**config.mk**
```make
export PLATFORM = sky130hd
export DESIGN_NAME = spi_master_top
export DESIGN_NICKNAME = d
export VERILOG_FILES = /design/src/source/spi_pkg.sv /design/src/source/spi_link_if.sv /design/src/source/spi_clock_gen.sv /design/src/source/spi_shift_reg.sv /design/src/source/spi_xfer_ctrl.sv /design/src/source/spi_master_top.sv
export VERILOG_INCLUDE_DIRS = /design/src /design/src/source
export SDC_FILE = /design/constraint.sdc
export NUM_CORES = 1
export LEC_CHECK = 0
export ABC_CLOCK_PERIOD_IN_PS = 2000
export BUFFER_PORTS_ARGS = -buffer_cell sky130_fd_sc_hd__buf_2
export CAP_MARGIN = 20
export CELL_PAD_IN_SITES_DETAIL_PLACEMENT = 0
export CELL_PAD_IN_SITES_GLOBAL_PLACEMENT = 1
export CORE_MARGIN = 2
export CORE_UTILIZATION = 44
export DETAILED_ROUTE_END_ITERATION = 7
export GPL_ROUTABILITY_DRIVEN = 0
export PLACE_DENSITY_LB_ADDON = 0.1
export REMOVE_ABC_BUFFERS = 1
export SLEW_MARGIN = 10
export SYNTH_ARGS = -nofsm -noshare
export SYNTH_HDL_FRONTEND = slang
export SYNTH_SLANG_ARGS = --single-unit
```
**constraint.sdc**
```tcl
create_clock -name clk -period 2 [get_ports clk]
set_input_delay 0.2 -clock clk [delete_from_list [all_inputs] [get_ports clk]]
set_output_delay 0.2 -clock clk [all_outputs]
set_load 0.1 [all_outputs]
```
**src/source/spi_consts.svh**
```systemverilog
// Frame width and sck half period are fixed at build time; a half period of at least 1 clk
`ifndef SPI_CONSTS_SVH
`define SPI_CONSTS_SVH

// Bits exchanged in each frame, MSB first
`define SPI_WORD_BITS 16

// Clk cycles per sck half period
// Whole frame takes 32 half periods plus two cycles
`define SPI_HALF_PERIOD 2

`endif

```
**src/source/spi_pkg.sv**
```systemverilog
// Word type follows SPI_WORD_BITS; the bit counter must hold the full word count
`include "spi_consts.svh"

package spi_pkg;

    // One SPI frame, transmit or receive
    typedef logic [`SPI_WORD_BITS-1:0] spi_word_t;

    // Counts sck periods within a frame
    typedef logic [$clog2(`SPI_WORD_BITS + 1)-1:0] bit_count_t;

    // Frame sequencer states
    typedef enum logic [1:0] {
        IDLE,
        RUN,
        DONE
    } xfer_state_e;

endpackage

```
**src/source/spi_link_if.sv**
```systemverilog
// Internal link between sequencer and datapath; all strobes are one clk wide
`timescale 1ns/10ps

interface spi_link_if;
    import spi_pkg::*;

    // Frame active, sck and shifting enabled
    logic run;
    // Copy transmit word into shift register
    logic load;
    // One clk ahead of the sck level change
    logic sck_rise;
    logic sck_fall;
    // Live shift register contents
    spi_word_t rx_word;

    modport ctrl (
        output run,
        output load,
        input  sck_rise,
        input  sck_fall,
        input  rx_word
    );

    modport clkgen (
        input  run,
        output sck_rise,
        output sck_fall
    );

    modport shifter (
        input  load,
        input  sck_rise,
        input  sck_fall,
        output rx_word
    );

endinterface

```
**src/source/spi_clock_gen.sv**
```systemverilog
// Mode 0 only: sck idles low, first edge is a rise HALF_PERIOD clks after run
`timescale 1ns/10ps
`include "spi_consts.svh"

module spi_clock_gen #(
    parameter int HALF_PERIOD = `SPI_HALF_PERIOD
) (
    input  logic       clk,
    input  logic       rst,
    spi_link_if.clkgen link,
    output logic       sck
);

    // At least one bit of counter even for a half period of 1
    localparam int CNT_W = (HALF_PERIOD > 1) ? $clog2(HALF_PERIOD) : 1;

    logic [CNT_W-1:0] div_cnt;
    logic             half_end;

    // Last clk of the current half period
    assign half_end = link.run && (div_cnt == CNT_W'(HALF_PERIOD - 1));

    // Strobes lead the sck level by one clk
    assign link.sck_rise = half_end && !sck;
    assign link.sck_fall = half_end && sck;

    always_ff @(posedge clk) begin
        if (rst) begin
            div_cnt <= '0;
            sck     <= 1'b0;
        end else if (!link.run) begin
            // Parked between frames
            div_cnt <= '0;
            sck     <= 1'b0;
        end else if (half_end) begin
            div_cnt <= '0;
            sck     <= !sck;
        end else begin
            div_cnt <= div_cnt + 1'b1;
        end
    end

    // The sequencer drops run exactly on the last fall, so sck is never left high
    assert property (@(posedge clk) disable iff (rst)
        !link.run |-> !sck)
        else $error("sck high while no frame is running");

endmodule

```
**src/source/spi_shift_reg.sv**
```systemverilog
// MSB first; miso is sampled at the rising sck edge and shifted in at the next fall
`timescale 1ns/10ps
`include "spi_consts.svh"

module spi_shift_reg (
    input  logic               clk,
    input  logic               rst,
    input  spi_pkg::spi_word_t data_in,
    input  logic               miso,
    spi_link_if.shifter        link,
    output logic               mosi
);
    import spi_pkg::*;

    spi_word_t shift_word;
    // Holds miso between the rise and the following fall
    logic      miso_bit;

    always_ff @(posedge clk) begin
        if (rst) begin
            shift_word <= '0;
        end else if (link.load) begin
            shift_word <= data_in;
        end else if (link.sck_fall) begin
            // Drop the sent bit, append the one just sampled
            shift_word <= {shift_word[`SPI_WORD_BITS-2:0], miso_bit};
        end
    end

    always_ff @(posedge clk) begin
        if (link.sck_rise) begin
            miso_bit <= miso;
        end
    end

    assign mosi         = shift_word[`SPI_WORD_BITS-1];
    assign link.rx_word = shift_word;

    // Loads happen only in IDLE, where the clock generator is parked
    assert property (@(posedge clk) disable iff (rst)
        link.load |-> !(link.sck_rise || link.sck_fall))
        else $error("load collided with an sck strobe");

endmodule

```
**src/source/spi_xfer_ctrl.sv**
```systemverilog
// begin_xfer is dropped outside IDLE; data_out holds until the next completed frame
`timescale 1ns/10ps
`include "spi_consts.svh"

module spi_xfer_ctrl (
    input  logic               clk,
    input  logic               rst,
    input  logic               begin_xfer,
    spi_link_if.ctrl           link,
    output logic               ss_n,
    output logic               xfer_done,
    output spi_pkg::spi_word_t data_out
);
    import spi_pkg::*;

    xfer_state_e state;
    bit_count_t  bit_cnt;
    spi_word_t   data_out_q;
    logic        accept;
    logic        last_fall;

    // New frame only from IDLE
    assign accept = (state == IDLE) && begin_xfer;

    // Falling edge that closes the 16th sck period
    assign last_fall = (state == RUN) && link.sck_fall &&
                       (bit_cnt == bit_count_t'(`SPI_WORD_BITS - 1));

    always_ff @(posedge clk) begin
        if (rst) begin
            state <= IDLE;
        end else begin
            unique case (state)
                IDLE: begin
                    if (accept) begin
                        state <= RUN;
                    end
                end
                RUN: begin
                    if (last_fall) begin
                        state <= DONE;
                    end
                end
                DONE: state <= IDLE;
                default: state <= IDLE;
            endcase
        end
    end

    // Periods completed in the current frame
    always_ff @(posedge clk) begin
        if (rst) begin
            bit_cnt <= '0;
        end else if (accept) begin
            bit_cnt <= '0;
        end else if ((state == RUN) && link.sck_fall) begin
            bit_cnt <= bit_cnt + 1'b1;
        end
    end

    always_ff @(posedge clk) begin
        if (rst) begin
            data_out_q <= '0;
        end else if (state == DONE) begin
            data_out_q <= link.rx_word;
        end
    end

    assign link.load = accept;
    assign link.run  = (state == RUN);
    assign ss_n      = (state != RUN);
    assign xfer_done = (state == DONE);

    // Last shift has landed by DONE, so pass the live word through
    assign data_out = xfer_done ? link.rx_word : data_out_q;

    assert property (@(posedge clk) disable iff (rst)
        xfer_done |=> !xfer_done)
        else $error("xfer_done held for more than one cycle");

    // Slave select opens only after a load and closes only with completion
    assert property (@(posedge clk) disable iff (rst)
        $fell(ss_n) |-> $past(link.load))
        else $error("ss_n fell without a load");

    assert property (@(posedge clk) disable iff (rst)
        $rose(ss_n) |-> xfer_done)
        else $error("ss_n rose without xfer_done");

endmodule

```
**src/source/spi_master_top.sv**
```systemverilog
// Single slave, mode 0, fixed 16-bit word; sck runs at clk / (2 * SPI_HALF_PERIOD)
`timescale 1ns/10ps

module spi_master_top (
    input  logic               clk,
    input  logic               rst,
    input  spi_pkg::spi_word_t data_in,
    input  logic               begin_xfer,
    output spi_pkg::spi_word_t data_out,
    output logic               xfer_done,
    // SPI bus
    output logic               sck,
    output logic               ss_n,
    output logic               mosi,
    input  logic               miso
);

    spi_link_if link ();

    // Frame sequencing, slave select and result register
    spi_xfer_ctrl i_spi_xfer_ctrl (
        .clk        (clk),
        .rst        (rst),
        .begin_xfer (begin_xfer),
        .link       (link.ctrl),
        .ss_n       (ss_n),
        .xfer_done  (xfer_done),
        .data_out   (data_out)
    );

    spi_clock_gen i_spi_clock_gen (
        .clk  (clk),
        .rst  (rst),
        .link (link.clkgen),
        .sck  (sck)
    );

    // Transmit and receive share one register
    spi_shift_reg i_spi_shift_reg (
        .clk     (clk),
        .rst     (rst),
        .data_in (data_in),
        .miso    (miso),
        .link    (link.shifter),
        .mosi    (mosi)
    );

endmodule

```
==> results.json, run 1 <==
{
  "wl_per_cell_um": 13.7,
  "grt_pass1_wl_mm": 6.47,
  "ys_ff_latch": 42,
  "power.leakage_uw": 0.000994,
  "min_from": "miso",
  "hold_viol": 0,
  "fin_hold_ws_ns": 0.0866,
  "required_ns": 1.80,
  "initial_core_util": 0.459,
  "yosysWarnings": 0,
  "grt_usage": 0.183,
  "worst-setup-path-type": "flip-flop to output port",
  "drcViolationCount": 0,
  "fmax_ghz": 0.524,
  "clockBufferDepth": 2,
  "rsz0062_at_grt": "false",
  "overflow": 0,
  "synth.area.top_cells": "dfxtp_1, a311oi_2, mux2_4, nor2b_1, nand2_1",
  "worstReg2RegEnd": "i_spi_xfer_ctrl.data_out_q[3]",
  "clk_pin_slew_ns": 0.08,
  "layout.nets": 244,
  "maxCapViolCount": 0,
  "r2r_start": "i_spi_xfer_ctrl.state[0]",
  "peakVddDrop_v": 0.000478,
  "min_period_over_period": 0.954,
  "slew_violations": 0,
  "p_per_area_nw_per_um2": 715,
  "setup_tns_ns": 0,
  "fin_crit_ns": 1.91,
  "route.vias.total": 1407,
  "status": "finished, final reports clean",
  "h-tree-depth": 2,
  "cp-end-kind": "output port",
  "dieArea_um2": 4740,
  "viasPerCell": 5.15,
  "ant_nets": 0,
  "max_slew_margin": 0.565,
  "syn_inst": 181,
  "io_buffers": 39,
  "clock_latency_ns": 0.29,
  "cts_buffers": 5,
  "crit_path_max_fanout": 17,
  "grt_pass1_vias": 1472,
  "report.final.setup_viol": 0,
  "area_growth_pct": 31.4,
  "rows": 23,
  "drive_above_1_share": 0.363,
  "synthFlopType": "dfxtp_1",
  "die_y_um": 68.8,
  "hpwl_mm": 2.70,
  "syn_area_um2": 1850,
  "min_to": "i_spi_shift_reg.miso_bit",
  "cts_tree": "done",
  "netlist.area_leader.share": 0.444,
  "syn_area_per_cell_um2": 10.2,
  "rr_worst_depth": 4,
  "core_area_um2": 4030,
  "drt_pass1_iterations": 4,
  "synth-edff-count": 1,
  "cts_sinks": 42,
  "cts_root_buf": "clkbuf_8",
  "synth.distinct_cells": 31,
  "ff2ff_setup_slack_ns": 0.50,
  "worst_pin_slew_ns": 0.651,
  "p_total_uw": 1740,
  "grt_max_degree": 26,
  "ios": 40,
  "post_cts_resized": 0,
  "synth_top_cell_by_area": "dfxtp_1",
  "yosysSeqAreaShare": 0.460,
  "antenna_found_initial": 0,
  "drt_wl_total_mm": 3.73,
  "drt_iter0_markers": 61,
  "min_path_cells": 1,
  "ctsHoldBuffers": 0,
  "worstPathArrival_ns": 1.71,
  "diodes": 0,
  "final.setup_skew_ns": 0.0104,
  "die_w_um": 68.8,
  "start_kind": "flip-flop",
  "post-cts-setup-buffer-count": 0,
  "worstHoldPathType": "input port to flip-flop",
  "synthArstFlopShare": 0
}
[per-stage QoR]
step                cells  setup WS, ns  instance area (µm²)  utilization
floorplan             168        -0.415                 1760            -
global placement      265         0.463                 2310        0.574
detailed placement    265         0.407                 2310        0.574
CTS                   273        0.0707                 2430        0.603
global route          273        0.0133                 2430        0.603
finish                273        0.0919                 2430        0.603
[worst max-delay path, cell delays in order, from the launching register on]
cell and delay, ns:
dfxtp_1 0.41, nand2b_1 0.12, buf_4 0.29, mux2_2 0.41, buf_12 0.17
[sequential cells by signal, indices dropped and copies added (netlist names)]
| name | cells |
|---|---|
| i_spi_xfer_ctrl.state | 2 |
| i_spi_shift_reg.link.rx_word | 16 |
| i_spi_shift_reg.miso_bit | 1 |
| i_spi_xfer_ctrl.data_out_q | 16 |
| i_spi_xfer_ctrl.bit_cnt | 5 |
| i_spi_clock_gen.div_cnt | 1 |
| i_spi_clock_gen.sck | 1 |
[report_power, final]
group / switching (µW) / total (µW) / internal, µW
registers: 24.2 / 894 / 870
clock network: 277 / 684 / 407
logic: 97.0 / 159 / 61.6
total: 398 / 1740 / 1340
[cell usage after synthesis (all sizes together), types with 2 or more instances]
cell type and n:
clkbuf 4, or3 2, o21ai 2, nor2b 16, nand2 25, nor2 13
buf 9, inv 3, dfxtp 41, nor3b 2, o22ai 5, xnor2 2
or2b 2, nor3 13, a21oi 4, mux2 16, ha 2, a311oi 11
[metal layers]
metal / vias up / GRT usage / part of all wire
met5: - / 0 / 0
met4: 0 / 0.0662 / 0.015
li1: 709 / - / -
met2: 31 / 0.327 / 0.50
met1: 660 / 0.209 / 0.43
met3: 7 / 0.0455 / 0.050
[layout by cell type, fill, tap and decap left out]
cell type and instances:
edfxtp_1 1, or3b_1 1, inv_1 3, and3_1 1, a21o_1 1, buf_12 16
mux2_2 7, nand3_1 1, clkbuf_8 6, xnor2_1 2, ha_1 2, nand4b_1 1
or2b_1 2, o22ai_1 5, clkbuf_1 1, bufinv_16 1, a311oi_2 11, buf_2 23
nor2_1 13, mux2_4 9, and4b_1 1, or3_1 2, nor3b_1 2, nor3_1 13
o21ai_0 2, dfxtp_1 41, a211oi_1 1, a21oi_1 4, buf_4 8, nand2b_1 1
nand2_1 25, nor2b_1 16
[cells by family (layout without fill, tap and decap cells)]
kind of cell | Yosys count | after routing | synth area share
simple gates | 79 | 79 | 0.214
buf+inv | 16 | 58 | 0.0568
fa+ha+maj | 2 | 2 | 0.0135
mux | 16 | 16 | 0.116
compound gates | 24 | 24 | 0.131
xor+xnor | 2 | 2 | 0.00947
flops | 42 | 42 | 0.460
[worst max-delay path by stage]
stage / from / to / slack [ns] / cells after the start
2_1_floorplan: i_spi_clock_gen.sck / i_spi_xfer_ctrl.bit_cnt[3] / -0.42 / 3
3_3_place_gp: i_spi_xfer_ctrl.state[0] / data_out[0] / 0.46 / 4
3_5_place_dp: i_spi_xfer_ctrl.state[0] / data_out[0] / 0.41 / 4
4_1_cts: i_spi_xfer_ctrl.state[0] / data_out[0] / 0.07 / 4
5_1_grt: i_spi_xfer_ctrl.state[0] / data_out[1] / 0.01 / 4
6_report: i_spi_xfer_ctrl.state[0] / data_out[0] / 0.09 / 4
[final cells by class]
| type | count | area (µm²) |
|---|---|---|
| fillers | 355 | 1600 |
| multi-input cells | 123 | 893 |
| flip-flops and latches | 42 | 851 |
| repair buffers | 47 | 495 |
| clock buffers | 7 | 86.3 |
| well taps | 50 | 62.6 |
| clock inverters | 1 | 30.0 |
| inverters | 3 | 11.3 |
No activity file was read; power rests on OpenSTA's default activity.
==> run 2, diff against run 1 <==
--- a/config.mk
+++ b/config.mk
@@ -6,7 +6,6 @@
 export SDC_FILE = /design/constraint.sdc
 export NUM_CORES = 1
 export LEC_CHECK = 0
-export ABC_CLOCK_PERIOD_IN_PS = 2000
 export BUFFER_PORTS_ARGS = -buffer_cell sky130_fd_sc_hd__buf_2
 export CAP_MARGIN = 20
 export CELL_PAD_IN_SITES_DETAIL_PLACEMENT = 0
==> constraint.sdc (replaced) <==
create_clock -name clk -period 2.35 [get_ports clk]
set_input_delay 0.235 -clock clk [delete_from_list [all_inputs] [get_ports clk]]
set_output_delay 0.235 -clock clk [all_outputs]
set_load 0.1 [all_outputs]
==> results.json, run 2 (synthesis gave the netlist of run 1 again) <==
{
  "status": "finished, final reports clean",
  "final_cell_mix": "dfxtp_1, nand2_1, buf_2",
  "route.vias.total": 1415,
  "h-tree-depth": 2,
  "slowest_delay_ns": 0.40,
  "nFillCells": 377,
  "busiest_layer": "met2",
  "ff2ff_setup_slack_ns": 0.67,
  "grt_usage": 0.185,
  "die_y_um": 68.8,
  "startpoint": "i_spi_xfer_ctrl.state[0]",
  "dieArea_um2": 4740,
  "power_frac_seq": 0.552,
  "drive_above_1_share": 0.357,
  "cts_sinks": 42,
  "required_ns": 2.12,
  "fin_hold_ws_ns": 0.110,
  "layout.nets": 242,
  "cts_tree": "done",
  "clock_latency_ns": 0.30,
  "ant_nets": 0,
  "hold_viol": 0,
  "diodes": 0,
  "fmax_ghz": 0.533,
  "final_common_cell": "dfxtp_1",
  "overflow": 0,
  "min_to": "i_spi_shift_reg.miso_bit",
  "worstHoldPathType": "input port to flip-flop",
  "min_path_cells": 1,
  "drt_wl_total_mm": 3.91,
  "post_cts_resized": 0,
  "worst_pin_slew_ns": 0.592,
  "max_slew_margin": 0.604,
  "core_area_um2": 4030,
  "switchingPower_uw": 352,
  "slew_violations": 0,
  "use_met1": 0.213,
  "worstPathArrival_ns": 1.64,
  "rows": 23,
  "switching_share": 0.255,
  "r2r_start": "i_spi_xfer_ctrl.state[0]",
  "rsz0062_at_grt": "false",
  "min_period_over_period": 0.799,
  "p_int_uw": 1030,
  "drcViolationCount": 0,
  "final.setup_skew_ns": 0.00905,
  "grtUsageMet2": 0.309,
  "report.final.setup_viol": 0,
  "post-cts-setup-buffer-count": 0,
  "peakVddDrop_v": 0.000313,
  "cp-end-kind": "output port",
  "drt_iter0_markers": 107,
  "power.leakage_uw": 0.000974,
  "fin_crit_ns": 1.88,
  "rr_worst_depth": 4,
  "antenna_found_initial": 0,
  "area_growth_pct": 29.2,
  "setup_ws_ns": 0.472,
  "path_cells": "nand2b_1, buf_4, mux2_2, buf_12",
  "initial_core_util": 0.459,
  "maxCapViolCount": 0,
  "grt_pass1_wl_mm": 6.33,
  "p_per_area_nw_per_um2": 578,
  "cts_buffers": 5,
  "crit_path_max_fanout": 9,
  "die_w_um": 68.8,
  "ios": 40,
  "clk_pin_slew_ns": 0.08,
  "crit_buf_inv": 2,
  "crit_family": "flip-flops",
  "worstReg2RegEnd": "i_spi_shift_reg.link.rx_word[15]",
  "hpwl_mm": 2.76,
  "min_from": "miso",
  "cts_root_buf": "clkbuf_8",
  "grtUsageMet3": 0.0617,
  "pwr-share-clk": 0.352,
  "clockBufferDepth": 2,
  "start_kind": "flip-flop",
  "worst-setup-path-type": "flip-flop to output port",
  "viasPerCell": 5.22,
  "drt_pass1_iterations": 4,
  "pre_cts_ws_ns": 0.690,
  "io_buffers": 39,
  "grt_pass1_vias": 1412,
  "wl_per_cell_um": 14.4,
  "cp_slowest_cell": "dfxtp_1",
  "ctsHoldBuffers": 0,
  "grt_max_degree": 29,
  "pwr-share-comb": 0.096
}
run 2: power by group through the flow:
stage	Combinational, µW	Sequential, µW	Clock [µW]
after floorplan	76.8	785	0
after global placement	131	779	0
after detailed placement	133	779	0
after CTS	133	762	495
after global routing	144	766	531
final	132	763	485
run 2: worst max path at each step:
stage,endpoint,slack (ns),cells past startpoint
2_1_floorplan,i_spi_xfer_ctrl.bit_cnt[3],-0.07,3
3_3_place_gp,i_spi_shift_reg.link.rx_word[10],0.75,4
3_5_place_dp,i_spi_shift_reg.link.rx_word[10],0.69,4
4_1_cts,data_out[15],0.47,4
5_1_grt,data_out[15],0.39,4
6_report,data_out[15],0.47,4
run 2: worst register-to-register path, stage by stage (launching register included):
cell	delay, ns
dfxtp_1	0.40
or3b_1	0.48
buf_4	0.33
nor2_1	0.08
a311oi_2	0.27
run 2: routing by layer:
| layer | routed length (µm) | share of wire |
|---|---|---|
| met5 | 0 | 0 |
| met4 | 83 | 0.021 |
| met3 | 221 | 0.057 |
| met2 | 1990 | 0.51 |
| met1 | 1610 | 0.41 |
run 2: through the flow:
step / total power, µW / cells / TNS, ns / cell area, µm² / utilization
floorplan: 862 / 168 / -0.107 / 1760 / -
global placement: 909 / 263 / 0 / 2300 / 0.570
detailed placement: 912 / 263 / 0 / 2300 / 0.570
CTS: 1390 / 271 / 0 / 2390 / 0.593
global route: 1440 / 271 / 0 / 2390 / 0.593
finish: 1380 / 271 / 0 / 2390 / 0.593
run 2: area by class of cell:
cell class / count / area, µm² / share of cell area
Inverter: 3 / 11.3 / 0.00471
Sequential cell: 42 / 851 / 0.356
Tap cell: 50 / 62.6 / 0.0262
Timing Repair Buffer: 45 / 480 / 0.201
Multi-Input combinational cell: 123 / 893 / 0.374
Clock inverter: 1 / 5.00 / 0.00209
Clock buffer: 7 / 86.3 / 0.0361
